==> config.mk <==
export PLATFORM = sky130hd
export DESIGN_NAME = branch_history_table
export DESIGN_NICKNAME = d
export VERILOG_FILES = /design/src/fetch_pkg.sv /design/src/branch_history_table.sv
export SDC_FILE = /design/constraint.sdc
export NUM_CORES = 1
export LEC_CHECK = 0
export ABC_AREA = 1
export BUFFER_PORTS_ARGS = -buffer_cell sky130_fd_sc_hd__buf_2
export CELL_PAD_IN_SITES_DETAIL_PLACEMENT = 0
export CELL_PAD_IN_SITES_GLOBAL_PLACEMENT = 1
export CORE_ASPECT_RATIO = 0.7
export CORE_MARGIN = 1
export CORE_UTILIZATION = 40
export CTS_BUF_LIST = sky130_fd_sc_hd__clkbuf_4 sky130_fd_sc_hd__clkbuf_8
export DETAILED_ROUTE_END_ITERATION = 8
export GPL_TIMING_DRIVEN = 0
export PLACE_DENSITY = 0.77
export SLEW_MARGIN = 15
export SYNTH_ARGS = -nofsm -noshare
export SYNTH_HDL_FRONTEND = slang
export SYNTH_SLANG_ARGS = --single-unit
export TNS_END_PERCENT = 20
==> constraint.sdc <==
create_clock -name clk -period 3.8 [get_ports clk]
set_input_delay 0.19 -clock clk [delete_from_list [all_inputs] [get_ports clk]]
set_output_delay 0.19 -clock clk [all_outputs]
set_load 0.02 [all_outputs]
==> src/fetch_pkg.sv <==
`default_nettype none

package fetch_pkg;

    typedef logic [31:0] xlen_t;

    // Packet handed to decode
    typedef struct packed {
        xlen_t pc;
        xlen_t inst;
        logic  pred_taken;
    } fetch_pkt_t;

    // Branch outcome from execute
    typedef struct packed {
        logic  valid;
        xlen_t pc;
        logic  taken;
        xlen_t target;
        logic  mispredict;
    } resolve_t;

    // Conditional branch major opcode
    localparam logic [6:0] OPC_BRANCH = 7'b1100011;

    localparam int    DEF_BHT_ENTRIES   = 64;
    localparam int    DEF_BTB_ENTRIES   = 16;
    localparam int    DEF_IMEM_WORDS    = 256;
    localparam int    DEF_FETCH_CREDITS = 4;
    localparam xlen_t DEF_RESET_PC      = 32'h0000_0000;

endpackage

`default_nettype wire
==> src/branch_history_table.sv <==
`timescale 1ns/1ps
`default_nettype none

module branch_history_table import fetch_pkg::*; #(
    parameter int ENTRIES = DEF_BHT_ENTRIES
) (
    input  wire logic     clk,
    input  wire logic     rst_n,
    input  wire xlen_t    pc,
    input  wire resolve_t resolve_in,
    output logic          counter_taken
);

    localparam int IDX_W = $clog2(ENTRIES);

    logic [1:0]       counters [ENTRIES];
    logic [IDX_W-1:0] rd_idx;
    logic [IDX_W-1:0] wr_idx;

    // Word-aligned PC bits select the counter
    assign rd_idx = pc[IDX_W+1:2];
    assign wr_idx = resolve_in.pc[IDX_W+1:2];

    assign counter_taken = counters[rd_idx][1];

    always_ff @(posedge clk) begin
        if (!rst_n) begin
            // Weakly not-taken
            for (int i = 0; i < ENTRIES; i++) begin
                counters[i] <= 2'b01;
            end
        end else if (resolve_in.valid) begin
            if (resolve_in.taken) begin
                if (counters[wr_idx] != 2'b11) begin
                    counters[wr_idx] <= counters[wr_idx] + 2'd1;
                end
            end else begin
                if (counters[wr_idx] != 2'b00) begin
                    counters[wr_idx] <= counters[wr_idx] - 2'd1;
                end
            end
        end
    end

endmodule

`default_nettype wire

* Yosys cells after proc, flatten, opt, wreduce, memory -nomap -nowiden
Memories as Yosys holds them, arrays and structs flattened. Cells that the tools add are included.
Storage, ports and cells: bits in registers 0, bits in writable memories 128, output and inout port bits 1, word-level logic and storage cells 22, memories kept 1
Memories:
- counters | words 64, width 2, read ports 2, clocked after Yosys merged registers in 0, write ports 64, RTL line branch_history_table.sv:16 | logic [1:0] counters [ENTRIES];
Operators by class: add/sub/neg operators 2, eq/ne operators 1, mux-type cells 15, bitwise logic cells 1, reduce and logical (&&, ||, !) cells 2
Operators by type and width (number):
- 1-bit two-way mux | 12
- 6-bit two-way mux | 1
- 2-bit two-way mux | 2
- 2-bit by 1-bit adder with 2-bit output (second input constant) | 1
- 2-bit != test (second input constant) | 1
- 2-bit nonzero test | 1
- 2-bit OR reduction | 1
- 2-bit by 1-bit subtractor with 2-bit output (second input constant) | 1
- 1-bit OR | 1

* Logic depth before layout (Yosys ltp)
An unclocked memory read counts as a cell.
depth after elaboration 10, gate-level depth with buffers 20

* Worst setup path after synthesis
No wires, ideal clock.
path kind input port to flip-flop, start in resolve_in[36] in the netlist's numbering, end mem counters[0][0] (enable), arrival 1799 ps, required time 3502 ps, path slack 1703 ps, cell stages on the path 16, cells stage by stage buf_6 buf_6 buf_2 o211ai_1 nand2_1 o21ai_1 nand2_1 nor2_2 nand2_1 nand2_1 nand2_1 nand2_2 buf_12 buf_8 nand2_2 nand2_1
RTL lines:
- start, declared | RTL line branch_history_table.sv:10 | input wire resolve_t resolve_in,
- end, declared | RTL line branch_history_table.sv:16

==> impl_metrics.yaml <==
min_path:
  hold_start: "rst_n"
  hold_depth: 3
  holdCritPathClass: "in -> reg"
sta:
  finalSetupTns_ns: 0
  worst_slew_pin_slew_ns: 0.900
  drv_slew: 0
  rsz0062_at_grt: "false"
  finalCritPeriodShare: 0.739
  hold_viol: 0
  fmax_mhz: 356
  period_minus_slack_ns: 2.81
  setup_violations: 0
  fin_skew_ns: 0.0117
  max_slew_margin: 0.400
routing:
  wl_per_cell_um: 21.3
  drt_iter0_markers: 1056
  drt-pass1-iter-count: 6
  drc: 0
  vias: 7290
  via_per_inst: 5.46
  routed_wirelength_mm: 28.5
  ant_nets: 0
worst_setup_path:
  crit_path_frequent_cell: "nand2_1"
  crit_start: "resolve_in[38]"
  cp.buffers_inverters: 5
  crit_path_max_incr_delay_ns: 0.68
  cp.depth: 12
  cp.required_ns: 3.98
  critPathSlowestCell: "clkbuf_1"
  arrival_ns: 2.99
  ff2ff_path_depth: 13
  crit_family: "buffers and inverters"
  cp-end-kind: "flop"
  path_max_fanout: 10
  path_cells: "clkbuf_2 -> inv_1 -> clkbuf_1 -> nand2_1 -> nand2_1 -> nand2_1 -> nand2_1 -> nor2_1 -> nand2_1 -> buf_2 -> clkbuf_1 -> nand3_1"
  r2r_start: "counters[15][0]"
  criticalPathCategory: "in -> reg"
  startpoint_type: "input port"
synthesis:
  async_flop_share: 0
  yosys.area.top_type: "edfxtp_1"
  yosysWarningCount: 0
  netlist_area_um2: 7830
  yosysMostFrequentCell: "nand2_1"
  yosys_register_bits: 128
  syn_nets: 1126
  synth_cells: 1025
  yosysUniqueCellTypes: 28
  synth_edf_count: 128
  seq_area_frac_synth: 0.491
  synth_common_cells: "nand2_1 (396), nor2_1 (153), edfxtp_1 (128)"
  yosys-top-cells-area: "edfxtp_1 (49%), nand2_1 (19%), nor2_1 (7.3%), nand3_1 (4.7%), nand2_2 (4.1%)"
  synth_top_cell_area_share: 0.491
  synth_flop_cell: "edfxtp_1"
  avgSynthCellArea_um2: 7.63
finish:
  multi_input_area_um2: 3420
  regArea_um2: 3840
  drive_above_1_share: 0.147
  largest_reg_flops: 128
  syn2layout_area_growth_pct: 10.7
  final.fill_count: 1934
  layout.nets: 1157
  top_regs: "counters (128)"
  largest_register: "counters"
  final_util: 0.455
floorplanning:
  fp-row-count: 42
  initial_utilization: 0.411
  core-area_um2: 19000
  die_h_um: 119
  die_w_um: 169
  dieArea_um2: 20100
  ioPinCount: 102
run_status:
  status: "finished, final reports clean"
global_routing:
  grt_max_degree: 17
  grt_pass1_vias: 6543
  antenna_found_initial: 0
  grt-ovfl-total: 0
  track_usage: 0.293
  grt_pass1_wl_mm: 41.5
placement:
  port_buffers: 12
  gp_congestion: 0.919
  hpwl_mm: 19.8
job:
  cap_violations: 0
clocking:
  cts.hold.buffers_added: 0
  cts_tree: "built"
  clkSlewWorstSetupHoldPaths_ns: 0.08
  cts_made_buffers: 17
  cts-root-buf: "clkbuf_8"
  cts_setup_buffers: 0
  cts-resized-gates: 0
  clock_sinks: 128
  htreeDepth: 4
  clock_path_buffers: 2
  clock_latency_ns: 0.48
pwr:
  power.leakage_nw: 3.48
  ir_worst_vdd_mv: 0.223
  power.density_nw_per_um2: 414
worst paths after layout:
kind / to / slack [ns]
max: counters[15][0] / 0.99
min: counters[28][0] / 0.38
max reg2reg: counters[15][0] / 1.21
min reg2reg: counters[3][1] / 1.37
layout by cell type, fill, tap and decap left out, types with 2 or more instances in the layout:
cell type   count
a21oi_1         9
buf_1           3
buf_12          4
buf_2          38
buf_6           6
buf_8           2
bufinv_16       5
clkbuf_1       23
clkbuf_4        3
clkbuf_8       17
clkinv_1        4
clkinvlp_4      2
edfxtp_1      128
inv_1          36
inv_2           2
nand2_1       396
nand2_2        51
nand3_1        74
nand3b_1        2
nor2_1        153
nor2_2         22
nor3_1          8
o211ai_1        8
o21ai_0        46
o21ai_1         7
o22ai_1         9
or2_1           4
power by group:
group	internal (W)	switching (W)
combinational	0.000145	0.000480
clock	0.000795	0.000569
sequential	0.00158	0.0000174
cells by family after synthesis:
logic type | after synthesis | share of synthesized area
and+or+nand+nor | 713 | 0.382
DFF | 128 | 0.491
buffers and inverters | 105 | 0.0721
AOI/OAI and AO/OA | 79 | 0.0545
through the flow:
| step | worst slack [ns] | area [um^2] | instances | total power, W | hold WS (ns) |
|---|---|---|---|---|---|
| after global placement | 0.546 | 8220 | 1301 | 0.00224 | 0.835 |
| after global routing | 0.925 | 8660 | 1333 | 0.00367 | 0.411 |
| final | 0.990 | 8660 | 1334 | 0.00359 | 0.384 |
| after detailed placement | 0.594 | 8220 | 1301 | 0.00224 | 0.835 |
| after floorplan | 1.70 | 7830 | 1025 | 0.00200 | 0.589 |
| after CTS | 1.08 | 8660 | 1333 | 0.00356 | 0.378 |
worst min-delay path: cells and delay by family:
kind / cells / cell delay [ns]
buffers and inverters: 2 / 0.35
and+or+nand+nor: 1 / 0.18
layout make-up:
cell class | instances | share of cell area
timing repair buffer | 12 | 0.00693
buffer | 66 | 0.0482
clock inverter | 12 | 0.0219
antenna | 1 | 0.000289
sequential | 128 | 0.444
tap | 264 | 0.0381
clock buffer | 20 | 0.0296
inverter | 39 | 0.0169
multi-input combinational | 792 | 0.394
routing by layer:
layer | track usage | share of wire | routed length [um]
met5 | 0 | 0 | 0
met4 | 0.0839 | 0.020 | 562
met3 | 0.0538 | 0.11 | 3180
met2 | 0.418 | 0.42 | 11900
met1 | 0.447 | 0.45 | 12900
Power figures use the tool's default switching activity.
