<file path="src/fetch_pkg.sv">
`default_nettype none

package fetch_pkg;

    typedef logic [31:0] xlen_t;

    // Packet handed to decode
    typedef struct packed {
        xlen_t pc;
        xlen_t inst;
        logic  pred_taken;
    } fetch_pkt_t;

    // Branch outcome from execute
    typedef struct packed {
        logic  valid;
        xlen_t pc;
        logic  taken;
        xlen_t target;
        logic  mispredict;
    } resolve_t;

    // Conditional branch major opcode
    localparam logic [6:0] OPC_BRANCH = 7'b1100011;

    localparam int    DEF_BHT_ENTRIES   = 64;
    localparam int    DEF_BTB_ENTRIES   = 16;
    localparam int    DEF_IMEM_WORDS    = 256;
    localparam int    DEF_FETCH_CREDITS = 4;
    localparam xlen_t DEF_RESET_PC      = 32'h0000_0000;

endpackage

`default_nettype wire
</file>
<file path="src/fetch_ctrl.sv">
`timescale 1ns/1ps
`default_nettype none

module fetch_ctrl import fetch_pkg::*; #(
    parameter int    CREDITS  = DEF_FETCH_CREDITS,
    parameter xlen_t RESET_PC = DEF_RESET_PC
) (
    input  wire logic     clk,
    input  wire logic     rst_n,
    input  wire xlen_t    inst,
    input  wire logic     counter_taken,
    input  wire logic     hit,
    input  wire xlen_t    target,
    input  wire resolve_t resolve_in,
    input  wire logic     credit_return,
    output xlen_t         pc,
    output logic          fetch_valid,
    output fetch_pkt_t    fetch_pkt
);

    localparam int CW = $clog2(CREDITS + 1);

    logic [CW-1:0] credits;
    logic          run;
    logic          redirect;
    logic          is_branch;
    logic          pred;
    xlen_t         next_pc;

    assign redirect  = resolve_in.valid && resolve_in.mispredict;
    assign is_branch = (inst[6:0] == OPC_BRANCH);
    assign pred      = is_branch && hit && counter_taken;

    // First cycle out of reset never fetches
    assign fetch_valid = run && (credits != '0) && !redirect;

    always_comb begin
        fetch_pkt.pc         = pc;
        fetch_pkt.inst       = inst;
        fetch_pkt.pred_taken = pred;
    end

    // Redirect wins over fetch, stall holds pc
    always_comb begin
        if (redirect) begin
            if (resolve_in.taken) begin
                next_pc = resolve_in.target;
            end else begin
                next_pc = resolve_in.pc + 32'd4;
            end
        end else if (fetch_valid) begin
            if (pred) begin
                next_pc = target;
            end else begin
                next_pc = pc + 32'd4;
            end
        end else begin
            next_pc = pc;
        end
    end

    always_ff @(posedge clk) begin
        if (!rst_n) begin
            pc      <= RESET_PC;
            credits <= CW'(CREDITS);
            run     <= 1'b0;
        end else begin
            pc  <= next_pc;
            run <= 1'b1;
            // Spend and return may coincide
            case ({credit_return, fetch_valid})
                2'b10:   credits <= credits + 1'b1;
                2'b01:   credits <= credits - 1'b1;
                default: credits <= credits;
            endcase
        end
    end

endmodule

`default_nettype wire

</file>
<file path="config.mk">
export PLATFORM = sky130hd
export DESIGN_NAME = fetch_ctrl
export DESIGN_NICKNAME = d
export VERILOG_FILES = /design/src/fetch_pkg.sv /design/src/fetch_ctrl.sv
export SDC_FILE = /design/constraint.sdc
export NUM_CORES = 1
export LEC_CHECK = 0
export CORE_AREA = 2 2 90 92
export CTS_CLUSTER_DIAMETER = 60
export CTS_CLUSTER_SIZE = 28
export DETAILED_ROUTE_END_ITERATION = 10
export DIE_AREA = 0 0 92 94
export DONT_BUFFER_PORTS = 1
export HOLD_SLACK_MARGIN = 0.02
export PLACE_DENSITY_LB_ADDON = 0.12
export SLEW_MARGIN = 0
export SYNTH_ARGS = -nofsm -noshare
export SYNTH_HDL_FRONTEND = slang
export SYNTH_SLANG_ARGS = --single-unit
</file>
<file path="constraint.sdc">
create_clock -name clk -period 2.2 [get_ports clk]
set_input_delay 0.44 -clock clk [delete_from_list [all_inputs] [get_ports clk]]
set_output_delay 0.44 -clock clk [all_outputs]
set_load 0.005 [all_outputs]
</file>
* Word level (Yosys, flattened, before mapping)
Cells that the tools add are included.
Cells by class: add/sub/neg operators 4, equality and inequality tests 3, mux-type cells 6, reduce and logical (&&, ||, !) cells 9
Operator list (count):
- 32-bit two-way mux | 4
- 32-bit by 3-bit adder with 32-bit output (second input constant) | 2
- 7-bit == test (second input constant) | 1
- 3-bit one-hot mux with 2 select lines | 1
- 1-bit logical AND | 5
- 2-bit nonzero test | 2
- 3-bit by 1-bit adder with 3-bit output (second input constant) | 1
- 3-bit nonzero test | 1
- 3-bit by 1-bit subtractor with 3-bit output (second input constant) | 1
- 2-bit by 1-bit == test with 1-bit output (second input constant) | 1
- 2-bit == test (second input constant) | 1
- 1-bit zero test | 1
- 1-bit two-way mux | 1
Word-level totals: register bits 36, output and inout bits 98, logic and storage cells 25

* Longest topological paths before layout
depth in word-level cells 6, depth in mapped cells 9, mapped depth without buffers 9

* Least setup slack after synthesis
Ideal clock, no wire load.
path type input to register, start point input port resolve_in[66] in the netlist's numbering, end point register credits[2], library setup time 62 ps, data arrival time 2123 ps, required time 2138 ps, path slack 15 ps, stages 9, buffers on the path 0, cell sequence nand2_1 > nand2_1 > inv_1 > ha_1 > inv_1 > fa_1 > xor2_1 > or3_1 > nand3_1
On the way: longest elaborated chain between the ends 5, elaborated cells between the ends (all ways) 7
Ends and longest elaborated chain:
- from (decl) | RTL line fetch_ctrl.sv:14 | input wire resolve_t resolve_in,
- 1-bit logical AND * | RTL line fetch_ctrl.sv:30 | assign redirect = resolve_in.valid && resolve_in.mispredict;
- 1-bit zero test * | RTL line fetch_ctrl.sv:35 | assign fetch_valid = run && (credits != '0) && !redirect;
- 1-bit logical AND * | RTL line fetch_ctrl.sv:35
- named net fetch_valid | RTL line fetch_ctrl.sv:17 | output logic fetch_valid,
- 2-bit by 1-bit == test with 1-bit output or 2-bit == test (tied branches) | RTL line fetch_ctrl.sv:71 | case ({credit_return, fetch_valid})
- 3-bit one-hot mux with 2 select lines or 2-bit nonzero test (tied branches)
- to (signal assigned) | RTL line fetch_ctrl.sv:72 | 2'b10: credits <= credits + 1'b1;
- to (signal assigned) | RTL line fetch_ctrl.sv:73 | 2'b01: credits <= credits - 1'b1;
- to (signal assigned) | RTL line fetch_ctrl.sv:74 | default: credits <= credits;
- to (decl) | RTL line fetch_ctrl.sv:23 | logic [CW-1:0] credits;
The timed path passes the listed nets; every way through them passes the cells marked *. A chain may end at the register's enable or synchronous reset.

* Final worst setup path
start point register pc[3], end point register pc[27]
On the way: longest elaborated chain between the ends 4
Ends and longest elaborated chain:
- from (decl) | RTL line fetch_ctrl.sv:16 | output xlen_t pc,
- from (signal assigned) | RTL line fetch_ctrl.sv:68 | pc <= next_pc;
- 32-bit by 3-bit adder with 32-bit output | RTL line fetch_ctrl.sv:55 | next_pc = pc + 32'd4;
- 32-bit two-way mux | RTL line fetch_ctrl.sv:52 | if (pred) begin
- 32-bit two-way mux | RTL line fetch_ctrl.sv:51 | end else if (fetch_valid) begin
- 32-bit two-way mux | RTL line fetch_ctrl.sv:45 | if (redirect) begin
Every way passes these cells. The select of a mux whose other input is x is not followed.

==> results.py <==
metrics = {
    "status": {
        "status": "completed",
    },
    "timing": {
        "fmax_mhz": 483,
        "hold_viol": 0,
        "timing.final.setup_violations": 0,
        "layout_min_cycle_time_ns": 2.07,
        "setup_ws_ns": 0.131,
        "slew_headroom": 0.594,
        "grt_setup_unrepaired": "no",
        "skew_ns": 0.00908,
        "post-route-period-util": 0.941,
        "tightest_slew_ns": 0.604,
        "slew_viol_final": 0,
        "tns_ns": 0,
    },
    "setup_path": {
        "r2r_start": "pc[3]",
        "required_ns": 2.38,
        "cp.depth": 6,
        "path_cells": "and4_1 > nand3_1 > buf_4 > nor4_1 > xnor2_1 > o211ai_1",
        "arrival_ns": 2.25,
        "cpLargestDelayFamily": "simple AND/OR/NAND/NOR gates",
        "cp-end-kind": "flop",
        "critPathBufInv": 1,
        "cp_max_fo": 7,
        "reg2regPathDepth": 6,
        "cp-start-kind": "flop",
        "critPathMaxStageDelay_ns": 0.46,
        "r2r_slack_ns": 0.13,
        "r2r_end": "pc[27]",
        "worstSetupPathType": "flop to flop",
        "cp_slowest_cell": "dfxtp_1",
    },
    "synth": {
        "synth.area.top_cells": "dfxtp_1, buf_4, xor2_1",
        "synthArstFlopShare": 0,
        "avgSynthCellArea_um2": 7.35,
        "yosysMostFrequentCell": "buf_4",
        "ys_types": 64,
        "synthFlopType": "dfxtp_1",
        "synthTopCellsByCount": "buf_4, nand2_1, nor2_1",
        "syn_inst": 514,
        "synth_top_area_frac": 0.191,
        "syn_area_um2": 3780,
        "yosysSeqAreaShare": 0.191,
        "synth_edf_count": 0,
        "synth_top_cell_by_area": "dfxtp_1",
        "synth_seq_cells": 36,
        "syn_nets": 654,
        "ys_warn_count": 0,
    },
    "global_routing": {
        "grt_usage": 0.299,
        "antenna_found_initial": 0,
        "grt_start_max_net_pins": 36,
        "grt_pass1_wl_mm": 20.1,
        "grt.overflow.total": 0,
        "first_global_vias": 3710,
    },
    "cts": {
        "cts_root_buf": "clkbuf_8",
        "clock_sinks": 36,
        "cts_tree": "done",
        "cts_buffer_depth": 2,
        "clk_pin_slew_worst_paths_ns": 0.08,
        "cts_setup_buffers": 0,
        "cts.htree.levels": 2,
        "insertion_delay_ns": 0.30,
        "numCtsBuffers": 5,
    },
    "power_and_ir_drop": {
        "sw_frac_of_total": 0.330,
        "finalPower_mw": 1.84,
        "p_clk_frac": 0.333,
        "pwr-share-comb": 0.254,
        "p_per_area_nw_per_um2": 481,
        "intPower_mw": 1.24,
        "seqPwrFrac": 0.412,
        "p_sw_mw": 0.608,
        "p_leak_nw": 1.41,
        "ir_drop_uv": 241,
    },
    "layout": {
        "syn_to_final_growth_pct": 1.46,
        "fillers": 810,
        "drive_gt1_frac": 0.159,
        "fin_area_um2": 3830,
        "final_util": 0.504,
        "nNetsFinal": 623,
        "n_antenna_cell": 0,
    },
    "detailed_routing": {
        "postRouteAntennaNets": 0,
        "wire_per_inst_um": 22.6,
        "first_pass_iters": 6,
        "drt-initial-drc-count": 406,
        "num_vias": 3844,
        "drc": 0,
        "routed_wl_mm": 13.2,
        "via_per_inst": 6.56,
    },
    "job": {
        "max-cap-violations": 0,
    },
    "placed_design": {
        "place_worst_setup_slack_ns": 0.0293,
        "numPortBuffers": 0,
        "gp_congestion": 0.927,
        "place_hpwl_mm": 10.5,
        "dpl-instance-area_um2": 3710,
    },
    "die": {
        "boundaryPins": 234,
        "num_rows": 32,
        "die_w_um": 92,
        "initial_utilization": 0.497,
        "die_h_um": 94,
        "coreArea_um2": 7610,
        "dieArea_um2": 8650,
    },
    "min_path": {
        "hp-start": "rst_n",
        "worstHoldPathCells": 0,
        "whs_endpoint": "run",
        "min_path_type": "input pin to flop",
    },
}
## flip-flops by register name, indices dropped and copies added (netlist names)
signal / flops
credits: 3
pc: 32
run: 1
## final cells by class
type	instances	area, µm²	area share
clock buffers	5	68.8	0.0179
clock inverters	3	42.5	0.0111
inverters	13	50.0	0.0131
multi-input cells	376	2430	0.634
flip-flops and latches	36	721	0.188
well taps	102	128	0.0333
repair buffers	51	395	0.103
## power by group through the flow
stage / Sequential, mW / Clock, mW / Combinational (mW)
floorplan: 0.780 / 0 / 0.375
detailed placement: 0.775 / 0 / 0.459
global placement: 0.774 / 0 / 0.458
global route: 0.767 / 0.637 / 0.513
CTS: 0.759 / 0.615 / 0.462
finish: 0.760 / 0.615 / 0.469
## routing by layer
metal | vias up | wire length, µm | global-route usage | part of all wire
li1 | 1776 | - | - | -
met5 | - | 0 | 0 | 0
met1 | 1795 | 5690 | 0.414 | 0.43
met4 | 0 | 280 | 0.0771 | 0.021
met3 | 31 | 1430 | 0.0642 | 0.11
met2 | 242 | 5840 | 0.472 | 0.44
## worst register-to-register path, cell delays in order, from the launching register on
cell	delay, ns
dfxtp_1	0.46
and4_1	0.31
nand3_1	0.30
buf_4	0.27
nor4_1	0.35
xnor2_1	0.17
o211ai_1	0.09
## placed cells by master (no fill, tap or decap), types with 3 or more instances in the layout
cell,synthesis,final
buf_4,66,50
nand2_1,44,44
nor2_1,41,41
dfxtp_1,36,36
xor2_1,26,26
a21oi_1,26,26
o21ai_0,25,25
nand3_1,22,21
nand4_1,19,19
xnor2_1,14,14
o211ai_1,14,14
inv_1,12,12
and3_1,12,12
nor3_1,13,12
a222oi_1,9,9
nor4_1,9,9
mux2i_1,6,6
o22ai_1,6,6
and4_1,5,5
a211oi_1,5,5
nor2b_1,5,5
clkbuf_8,0,5
a21o_1,4,4
or3_1,4,4
a311oi_1,4,4
a22oi_1,4,4
o31a_1,3,3
or4_1,3,3
and2_1,3,3
nand4_2,3,3
nor3b_1,3,3
a31oi_1,3,3
nor3_2,2,3
ha_1,3,3
## cells by family after synthesis
logic type / synth area share
DFF: 0.191
adders and majority gates: 0.0152
buffers and inverters: 0.169
muxes: 0.0159
xor gates and xnor gates: 0.0927
AOI/OAI and AO/OA: 0.232
and+or+nand+nor: 0.284
## worst max path at each step
stage	start	endpoint
after floorplan	resolve_in[66]	credits[2]
after global placement	inst[2]	pc[17]
after detailed placement	inst[2]	pc[10]
after CTS	pc[3]	pc[20]
after global routing	pc[3]	pc[17]
final	pc[3]	pc[27]
## timing repair
item	CTS	global route
hold buffers	0	0
resized for setup	0	2
endpoints found under the setup margin	0	1
## per-stage QoR
stage	cells	hold WS (ns)
2_1_floorplan	514	0.468
3_3_place_gp	578	0.470
3_5_place_dp	578	0.470
4_1_cts	586	0.154
5_1_grt	586	0.150
6_report	586	0.159
Note: power is estimated with default switching activity, not from simulation.
