## src/fetch_pkg.sv

```systemverilog
`default_nettype none

package fetch_pkg;

    typedef logic [31:0] xlen_t;

    // Packet handed to decode
    typedef struct packed {
        xlen_t pc;
        xlen_t inst;
        logic  pred_taken;
    } fetch_pkt_t;

    // Branch outcome from execute
    typedef struct packed {
        logic  valid;
        xlen_t pc;
        logic  taken;
        xlen_t target;
        logic  mispredict;
    } resolve_t;

    // Conditional branch major opcode
    localparam logic [6:0] OPC_BRANCH = 7'b1100011;

    localparam int    DEF_BHT_ENTRIES   = 64;
    localparam int    DEF_BTB_ENTRIES   = 16;
    localparam int    DEF_IMEM_WORDS    = 256;
    localparam int    DEF_FETCH_CREDITS = 4;
    localparam xlen_t DEF_RESET_PC      = 32'h0000_0000;

endpackage

`default_nettype wire
```

## src/branch_target_buffer.sv

```systemverilog
`timescale 1ns/1ps
`default_nettype none

module branch_target_buffer import fetch_pkg::*; #(
    parameter int ENTRIES = DEF_BTB_ENTRIES
) (
    input  wire logic     clk,
    input  wire logic     rst_n,
    input  wire xlen_t    pc,
    input  wire resolve_t resolve_in,
    output logic          hit,
    output xlen_t         target
);

    localparam int IDX_W = $clog2(ENTRIES);
    localparam int TAG_W = 32 - IDX_W - 2;

    logic             valid_q  [ENTRIES];
    logic [TAG_W-1:0] tag_q    [ENTRIES];
    xlen_t            target_q [ENTRIES];

    logic [IDX_W-1:0] rd_idx;
    logic [IDX_W-1:0] wr_idx;
    logic [TAG_W-1:0] rd_tag;
    logic [TAG_W-1:0] wr_tag;
    logic             wr_en;

    assign rd_idx = pc[IDX_W+1:2];
    assign rd_tag = pc[31:IDX_W+2];
    assign wr_idx = resolve_in.pc[IDX_W+1:2];
    assign wr_tag = resolve_in.pc[31:IDX_W+2];

    // Only taken branches allocate
    assign wr_en = resolve_in.valid && resolve_in.taken;

    assign hit    = valid_q[rd_idx] && (tag_q[rd_idx] == rd_tag);
    assign target = target_q[rd_idx];

    always_ff @(posedge clk) begin
        if (!rst_n) begin
            for (int i = 0; i < ENTRIES; i++) begin
                valid_q[i] <= 1'b0;
            end
        end else if (wr_en) begin
            valid_q[wr_idx] <= 1'b1;
        end
    end

    always_ff @(posedge clk) begin
        if (wr_en) begin
            tag_q[wr_idx]    <= wr_tag;
            target_q[wr_idx] <= resolve_in.target;
        end
    end

endmodule

`default_nettype wire

```

## config.mk

```make
export PLATFORM = sky130hd
export DESIGN_NAME = branch_target_buffer
export DESIGN_NICKNAME = d
export VERILOG_FILES = /design/src/fetch_pkg.sv /design/src/branch_target_buffer.sv
export SDC_FILE = /design/constraint.sdc
export NUM_CORES = 1
export LEC_CHECK = 0
export ABC_CLOCK_PERIOD_IN_PS = 5500
export BUFFER_PORTS_ARGS = -buffer_cell sky130_fd_sc_hd__buf_4
export CORE_MARGIN = 2
export CORE_UTILIZATION = 55
export DETAILED_ROUTE_END_ITERATION = 10
export PLACE_DENSITY = 0.8
export SLEW_MARGIN = 20
export SYNTH_ARGS = -nofsm -noshare
export SYNTH_HDL_FRONTEND = slang
export SYNTH_SLANG_ARGS = --single-unit
export TNS_END_PERCENT = 20
```

## constraint.sdc

```tcl
create_clock -name clk -period 5.5 [get_ports clk]
set_clock_uncertainty 0.2 [all_clocks]
set_input_delay 0.825 -clock clk [delete_from_list [all_inputs] [get_ports clk]]
set_output_delay 0.825 -clock clk [all_outputs]
set_load 0.005 [all_outputs]
```

### Word-level counts from Yosys, hierarchy flattened

Memory sizes are Yosys's and may differ from the RTL's.
Cells that the tools add are included.

| cells by class | value |
|---|---|
| reduce and logical (&&, ||, !) cells | 3 |
| equality and inequality tests | 1 |
| add/subtract/negate cells | 0 |
| mux-type cells | 8 |
| divide/modulo/power cells | 0 |
| shift-type cells | 0 |
| bitwise gates (word level) | 0 |
| multiply operators | 0 |
| magnitude comparators | 0 |

Operators with widths:

| kind | count |
|---|---|
| == test 26 bit | 1 |
| 2-to-1 mux 1 bit | 7 |
| 2-to-1 mux 4 bit | 1 |
| logical AND 1 bit | 2 |
| OR reduction 1 bit | 1 |

| storage, ports and cells | value |
|---|---|
| register bits | 0 |
| memories kept | 3 |
| input bits | 101 |
| RAM bits | 944 |
| bits in read-only memories | 0 |
| latch bits | 0 |
| word-level logic and storage cells | 15 |

Memories:

| name | words | bits a word | rd ports | clocked after memory_dff | wr ports | line | source |
|---|---|---|---|---|---|---|---|
| target_q | 16 | 32 | 1 | 0 | 1 | branch_target_buffer.sv:20 | `xlen_t target_q [ENTRIES];` |
| tag_q | 16 | 26 | 1 | 0 | 1 | branch_target_buffer.sv:19 | `logic [TAG_W-1:0] tag_q [ENTRIES];` |
| valid_q | 16 | 1 | 1 | 0 | 16 | branch_target_buffer.sv:18 | `logic valid_q [ENTRIES];` |

### Depth between registers and ports, before layout

Gate-level depths: netlist of run 1.

| logic depth | value |
|---|---|
| word-level depth | 6 |
| mapped depth | 11 |

### Worst setup path after synthesis of run 1

No wires, ideal clock.

| timing | value |
|---|---|
| kind | input -> register |
| start point | input port resolve_in[37] (netlist bit) |
| end point | memory tag_q[0][0] (netlist bit) (enable) |
| path slack | -507 ps |
| stages on the path | 2 |
| path buffers | 0 |
| library setup time | 548 ps |
| arrival | 5,258 ps |
| data required time | 4,752 ps |
| cells stage by stage | or3_1 -> nor3_1 |

RTL lines:

| item | line | source |
|---|---|---|
| start: declaration | branch_target_buffer.sv:10 | `input wire resolve_t resolve_in,` |
| end: declaration | branch_target_buffer.sv:19 |  |

No word-level cell before the write port.

### Worst setup path in the final report of run 1

| timing | value |
|---|---|
| start point | input port pc[2] |
| end point | output port hit |

| between the ends | value |
|---|---|
| longest elaborated chain between the ends | 3 |
| elaborated cells between the ends (all ways) | 4 |

RTL lines:

| item | line | source |
|---|---|---|
| start: declaration | branch_target_buffer.sv:9 | `input wire xlen_t pc,` |
| memory (16 x 26 bit) | n/a |  |
| == test 26 bit | branch_target_buffer.sv:36 | `assign hit = valid_q[rd_idx] && (tag_q[rd_idx] == rd_tag);` |
| logical AND 1 bit (*) | branch_target_buffer.sv:36 |  |
| end: declaration | branch_target_buffer.sv:11 | `output logic hit,` |

Every way passes the cells marked *; elsewhere a longest branch is shown, timed or not.

==> metrics.txt, run 1 <==
# TYPE chip_impl_metric gauge
chip_impl_info{name="run_status",value="complete, no violations"} 1
chip_impl_info{name="tritoncts_clock_tree",value="done"} 1
chip_impl_metric{name="number_of_iterations_in_the_first_detailed_routing_pass",unit=""} 7
chip_impl_metric{name="async_flop_share",unit="%"} 0
chip_impl_metric{name="hpwl",unit="um"} 43500
chip_impl_metric{name="finalPower",unit="mW"} 14.9
chip_impl_metric{name="floorplan.core_area",unit="sq um"} 65600
chip_impl_metric{name="antenna_left",unit=""} 0
chip_impl_metric{name="worst_setup_hold_path_clk_slew",unit="ps"} 60
chip_impl_metric{name="drtIter0Drc",unit=""} 2152
chip_impl_info{name="cell_chain_of_the_critical_path",value="buf_8 -> buf_12 -> buf_12 -> mux2i_1 -> and2_1 -> a211oi_1 -> a2111oi_0 -> o21ai_0 -> a32oi_1 -> and4_1 -> buf_4"} 1
chip_impl_metric{name="netlist_area",unit="sq um"} 36400
chip_impl_metric{name="first_global_vias",unit=""} 18002
chip_impl_metric{name="setup_slack",unit="ps"} 702
chip_impl_metric{name="cts.sinks",unit=""} 944
chip_impl_metric{name="grt_antenna_before_repair",unit=""} 5
chip_impl_metric{name="wire_per_inst",unit="um"} 31.3
chip_impl_metric{name="synthesis.nets",unit=""} 1656
chip_impl_info{name="mostFrequentLayoutCells",value="edfxtp_1, mux4_2, buf_4"} 1
chip_impl_metric{name="synthesis.instances",unit=""} 1555
chip_impl_metric{name="final_hold_viol_count",unit=""} 0
chip_impl_metric{name="die_h",unit="um"} 261
chip_impl_metric{name="synth_enable_flop_cells",unit=""} 928
chip_impl_metric{name="max-vdd-ir-drop",unit="uV"} 304
chip_impl_metric{name="floorplan.rows",unit=""} 94
chip_impl_metric{name="utilization",unit="%"} 63.2
chip_impl_metric{name="maxCapViolCount",unit=""} 0
chip_impl_metric{name="detailroute.via_count",unit=""} 17450
chip_impl_metric{name="timing.final.max_slew_violations",unit=""} 0
chip_impl_info{name="critical_path_s_most_frequent_cell",value="buf_12"} 1
chip_impl_metric{name="numCtsBuffers",unit=""} 87
chip_impl_metric{name="postRouteWirelength",unit="um"} 84000
chip_impl_metric{name="initial_core_utilization",unit="%"} 55.5
chip_impl_metric{name="synth_seq_cells",unit=""} 944
chip_impl_metric{name="cellLeakagePower",unit="nW"} 13.3
chip_impl_metric{name="synth_warnings",unit=""} 0
chip_impl_info{name="worst_setup_path_end_kind",value="output pin"} 1
chip_impl_info{name="crit_path_start_kind",value="input pin"} 1
chip_impl_metric{name="cts.repair_timing.setup_buffer_count",unit=""} 0
chip_impl_metric{name="clock_path_buffers",unit=""} 3
chip_impl_metric{name="syn_to_final_growth",unit="%"} 13.9
chip_impl_metric{name="tightestPinTransition",unit="ps"} 1020
chip_impl_metric{name="area.sequential",unit="sq um"} 28200
chip_impl_metric{name="finish.net_count",unit=""} 1845
chip_impl_metric{name="period_utilization_post_route",unit="%"} 87.2
chip_impl_metric{name="post-place-cells",unit=""} 2519
chip_impl_metric{name="drive_gt1_share",unit="%"} 30.7
chip_impl_metric{name="multi_input_comb_area",unit="sq um"} 7830
chip_impl_metric{name="setup_total_negative_slack",unit="ps"} 0
chip_impl_metric{name="post_synth_num_cell_types",unit=""} 64
chip_impl_metric{name="design_area",unit="sq um"} 41500
chip_impl_metric{name="max_clock_freq",unit="MHz"} 208
chip_impl_metric{name="insertion_delay",unit="ps"} 630
chip_impl_metric{name="gr-total-overflow",unit=""} 0
chip_impl_metric{name="stage_delay_of_the_slowest_cell_on_the_critical_path",unit="ps"} 510
chip_impl_metric{name="synth.yosys.seq_area_share",unit="%"} 77.4
chip_impl_metric{name="cts_htree_levels",unit=""} 3
chip_impl_metric{name="synthesis.area_per_instance",unit="sq um"} 23.4
chip_impl_metric{name="ctsResizeCount",unit=""} 0
chip_impl_metric{name="finalCriticalPeriod",unit="ps"} 4800
chip_impl_metric{name="dp_slack",unit="ps"} 786
chip_impl_info{name="crit_slowest_cell",value="a2111oi_0"} 1
chip_impl_metric{name="holdBufCountCts",unit=""} 0
chip_impl_metric{name="power_density",unit="nW/um^2"} 358
chip_impl_metric{name="placement.cell_area",unit="sq um"} 38600
chip_impl_metric{name="dieArea",unit="sq um"} 68300
chip_impl_metric{name="worstPathMaxFanout",unit=""} 34
chip_impl_metric{name="grt_first_pass_wirelength",unit="um"} 122000
chip_impl_info{name="min-delay-path-class",value="reg2reg"} 1
chip_impl_info{name="worst-setup-path-type",value="in2out"} 1
chip_impl_info{name="root_buffer",value="clkbuf_16"} 1
chip_impl_metric{name="die_outline_width",unit="um"} 261
chip_impl_info{name="layout.cells.most_common",value="edfxtp_1"} 1
chip_impl_metric{name="fin_hold_ws",unit="ps"} 267
chip_impl_metric{name="timing.critical_path.arrival",unit="ps"} 3770
chip_impl_metric{name="pin_count_of_the_biggest_net_entering_global_routing",unit=""} 93
chip_impl_metric{name="post-route-drc-count",unit=""} 0
chip_impl_metric{name="routed_via_density",unit=""} 6.51
chip_impl_metric{name="fillCellCount",unit=""} 4199
chip_impl_info{name="synth_ff_type",value="edfxtp_1"} 1
chip_impl_metric{name="io_buffer_count",unit=""} 128
chip_impl_metric{name="critical_path_required",unit="ps"} 4470
chip_impl_metric{name="final-setup-viol-count",unit=""} 0
chip_impl_metric{name="grt_util_all_layers",unit="%"} 25.1
chip_impl_metric{name="place.gp.congestion",unit=""} 0.926
chip_impl_metric{name="top_level_ports",unit=""} 134
chip_impl_info{name="setup_repair_after_global_routing_missed_its_margin",value="no"} 1
chip_impl_metric{name="timing.slew.headroom",unit="%"} 31.6
chip_impl_metric{name="instances_no_fill",unit=""} 2680
synth_stat cells (5+ instances only):
cell / count / area share (%)
dfxtp_1: 16 / 0.88
xor2_1: 8 / 0.19
a22oi_1: 7 / 0.14
edfxtp_1: 928 / 76
a211oi_1: 9 / 0.19
inv_1: 14 / 0.14
a22o_1: 5 / 0.12
o21a_1: 16 / 0.33
nor2_1: 23 / 0.24
nor3_1: 9 / 0.12
o22ai_1: 8 / 0.14
mux2i_1: 50 / 1.4
buf_4: 5 / 0.10
a21oi_1: 7 / 0.096
o211ai_1: 5 / 0.10
mux4_2: 236 / 15
nand4_1: 6 / 0.10
clkbuf_1: 22 / 0.23
buf_2: 32 / 0.44
mux4_1: 18 / 1.3
xnor2_1: 15 / 0.36
buf_6: 7 / 0.22
nand2_1: 25 / 0.26
o21ai_0: 11 / 0.15
nor2b_1: 8 / 0.14
layer usage:
metal | GRT usage, % | vias up | wire length [um]
li1 | - | 7065 | -
met4 | 7.59 | 4 | 2340
met5 | 0 | - | 27
met2 | 43.0 | 1003 | 43700
met3 | 5.00 | 168 | 6700
met1 | 33.0 | 9210 | 31200
registers in the layout (all words and copies together), names as in the netlist:
| name | cells |
|---|---|
| valid_q | 16 |
| tag_q | 416 |
| target_q | 512 |
cell families (layout without fill, tap and decap cells):
group                  Yosys count  count (layout)  share of synthesized area, %
AO/OA/AOI/OAI                   94              94                          1.90
XOR/XNOR                        23              23                         0.553
buffers and inverters           90             348                          1.48
flip-flops                     944             944                          77.4
multiplexers                   308             308                          17.4
other                            0               3                             0
AND/OR/NAND/NOR                 96              96                          1.33
final timing paths:
kind / startpoint / endpoint / slack, ps / cells past startpoint
max: pc[2] / hit / 700 / 11
max reg2reg: valid_q[10] / valid_q[10] / 4670 / 1
min: valid_q[13] / valid_q[13] / 270 / 1
min reg2reg: valid_q[13] / valid_q[13] / 270 / 1
cell type report:
type,count,share of cell area (%)
Multi-Input combinational cell,521,18.9
Clock buffer,114,5.74
Tap cell,864,2.61
Timing Repair Buffer,175,3.56
Inverter,15,0.136
Antenna cell,3,0.0181
Clock inverter,44,1.14
Sequential cell,944,67.9
power by group:
group          internal (mW)  switching, mW
Combinational          0.356          0.437
Clock                   3.52           2.53
Sequential              7.98         0.0235
Total                   11.9           2.99
worst max-delay path, delay by kind of cell:
kind / cells / cell delay [ps]
and+or+nand+nor: 2 / 470
AOI/OAI and AO/OA: 4 / 1190
buffers and inverters: 4 / 900
muxes: 1 / 270
(Power assumes the default switching activity.)
==> run 2: changes to the inputs <==
- BUFFER_PORTS_ARGS: -buffer_cell sky130_fd_sc_hd__buf_4 -> -buffer_cell sky130_fd_sc_hd__buf_2
==> run 2 against run 1 <==
Effect of this change: utilization decreased by 0.73 points; fmax down 0.29%; routed wire length down 0.19%; design area down 1.2%; sequential cell count stayed put; critical path type unchanged; largest cell class unchanged; largest power group unchanged.
==> metrics.txt, run 2 (synthesis results as in run 1) <==
# TYPE chip_impl_metric gauge
chip_impl_metric{name="max_clock_freq",unit="MHz"} 208
chip_impl_metric{name="post-place-cells",unit=""} 2518
chip_impl_metric{name="max-vdd-ir-drop",unit="uV"} 294
chip_impl_metric{name="dieArea",unit="sq um"} 68300
chip_impl_metric{name="numCtsBuffers",unit=""} 86
chip_impl_metric{name="postRouteWirelength",unit="um"} 83800
chip_impl_metric{name="detailroute.via_count",unit=""} 17365
chip_impl_metric{name="cts.sinks",unit=""} 944
chip_impl_metric{name="initial_core_utilization",unit="%"} 55.5
chip_impl_metric{name="setup_total_negative_slack",unit="ps"} 0
chip_impl_metric{name="post-route-drc-count",unit=""} 0
chip_impl_metric{name="finish.net_count",unit=""} 1843
chip_impl_info{name="worst-setup-path-type",value="in2out"} 1
chip_impl_metric{name="design_area",unit="sq um"} 41000
chip_impl_info{name="min-delay-path-class",value="reg2reg"} 1
chip_impl_metric{name="place.gp.congestion",unit=""} 0.913
chip_impl_metric{name="floorplan.rows",unit=""} 94
chip_impl_info{name="worst_setup_path_end_kind",value="output pin"} 1
chip_impl_metric{name="grt_antenna_before_repair",unit=""} 14
chip_impl_metric{name="clock_path_buffers",unit=""} 3
chip_impl_metric{name="cellLeakagePower",unit="nW"} 13.1
chip_impl_metric{name="first_global_vias",unit=""} 18242
chip_impl_metric{name="cts.repair_timing.setup_buffer_count",unit=""} 0
chip_impl_metric{name="gr-total-overflow",unit=""} 0
chip_impl_metric{name="hpwl",unit="um"} 43600
chip_impl_metric{name="top_level_ports",unit=""} 134
chip_impl_info{name="setup_repair_after_global_routing_missed_its_margin",value="no"} 1
chip_impl_metric{name="io_buffer_count",unit=""} 128
chip_impl_metric{name="power_density",unit="nW/um^2"} 355
chip_impl_metric{name="drtIter0Drc",unit=""} 2271
chip_impl_info{name="mostFrequentLayoutCells",value="edfxtp_1, mux4_2, buf_2"} 1
chip_impl_metric{name="worst-r2r-cell-count",unit=""} 1
chip_impl_metric{name="tightestPinTransition",unit="ps"} 1140
chip_impl_metric{name="detailroute.wirelength.met3",unit="um"} 6680
chip_impl_metric{name="timing.final.max_slew_violations",unit=""} 0
chip_impl_metric{name="route.met2.wl",unit="um"} 43800
chip_impl_metric{name="worstHoldPathCells",unit=""} 1
chip_impl_metric{name="m1WireLength",unit="um"} 30700
chip_impl_metric{name="timing.critical_path.arrival",unit="ps"} 3790
chip_impl_metric{name="final_hold_viol_count",unit=""} 0
chip_impl_metric{name="antenna_left",unit=""} 0
chip_impl_metric{name="die_h",unit="um"} 261
chip_impl_metric{name="syn_to_final_growth",unit="%"} 12.6
chip_impl_info{name="largest-register",value="target_q"} 1
chip_impl_info{name="run_status",value="complete, no violations"} 1
chip_impl_metric{name="finalPower",unit="mW"} 14.6
chip_impl_metric{name="finalCriticalPeriod",unit="ps"} 4810
chip_impl_metric{name="period_utilization_post_route",unit="%"} 87.5
chip_impl_metric{name="cts_htree_levels",unit=""} 3
chip_impl_info{name="topRoutingLayerUsed",value="met5"} 1
chip_impl_metric{name="final-setup-viol-count",unit=""} 0
chip_impl_metric{name="worst_setup_hold_path_clk_slew",unit="ps"} 60
chip_impl_metric{name="timing.slew.headroom",unit="%"} 24.1
chip_impl_metric{name="wire_per_inst",unit="um"} 31.2
chip_impl_metric{name="ctsResizeCount",unit=""} 0
chip_impl_metric{name="placement.cell_area",unit="sq um"} 38300
chip_impl_metric{name="instances_no_fill",unit=""} 2687
chip_impl_metric{name="drive_gt1_share",unit="%"} 30.3
chip_impl_info{name="tritoncts_clock_tree",value="done"} 1
chip_impl_info{name="crit_path_start_kind",value="input pin"} 1
chip_impl_metric{name="pin_count_of_the_biggest_net_entering_global_routing",unit=""} 81
chip_impl_metric{name="holdBufCountCts",unit=""} 0
chip_impl_metric{name="floorplan.core_area",unit="sq um"} 65600
chip_impl_metric{name="largest_reg_flops",unit=""} 512
chip_impl_info{name="top_regs",value="target_q x512, tag_q x416, valid_q x16"} 1
chip_impl_metric{name="routed_via_density",unit=""} 6.46
chip_impl_metric{name="critical_path_required",unit="ps"} 4470
chip_impl_info{name="root_buffer",value="clkbuf_16"} 1
chip_impl_metric{name="die_outline_width",unit="um"} 261
chip_impl_metric{name="insertion_delay",unit="ps"} 630
chip_impl_metric{name="fin_hold_ws",unit="ps"} 263
chip_impl_metric{name="number_of_iterations_in_the_first_detailed_routing_pass",unit=""} 6
chip_impl_metric{name="grt_first_pass_wirelength",unit="um"} 122000
chip_impl_info{name="layout.cells.most_common",value="edfxtp_1"} 1
chip_impl_metric{name="worstPathMaxFanout",unit=""} 80
chip_impl_metric{name="grt_util_all_layers",unit="%"} 25.2
chip_impl_metric{name="maxCapViolCount",unit=""} 0
## run 2: final cells by class
cell class	count	area (sq um)
diodes	13	32.5
clock buffers	118	2340
clock inverters	38	380
fillers	4196	24600
inverters	15	56.3
multi-input cells	521	7830
flip-flops and latches	944	28200
well taps	864	1080
repair buffers	174	1110
## run 2: metrics by stage
stage / setup slack [ps] / util [%]
2_1_floorplan: -318 / -
3_3_place_gp: 713 / 58.3
3_5_place_dp: 733 / 58.3
4_1_cts: 659 / 62.4
5_1_grt: 516 / 62.5
6_report: 688 / 62.5
## run 2: power by group
group	switching, mW	internal, mW
Sequential	0.0239	7.98
Combinational	0.428	0.317
Clock	2.51	3.31
## run 2: layer usage
layer / up-vias / track usage [%]
li1: 7049 / -
met1: 9144 / 32.1
met2: 961 / 43.3
met3: 203 / 4.98
met4: 8 / 9.17
met5: - / 0
## run 2: worst max-delay path, stage by stage
cell     delay [ps]
buf_6           570
buf_4           600
mux4_2          320
mux2i_1          80
a21oi_1         490
xnor2_1         190
and4_1          210
and4_1          260
buf_2           140
## run 2: path summary, 6_finish.rpt
kind,from,endpoint,slack [ps]
setup / recovery,pc[4],hit,690
setup reg to reg,valid_q[10],valid_q[10],4670
hold reg to reg,valid_q[4],valid_q[4],260
hold / removal,valid_q[4],valid_q[4],260
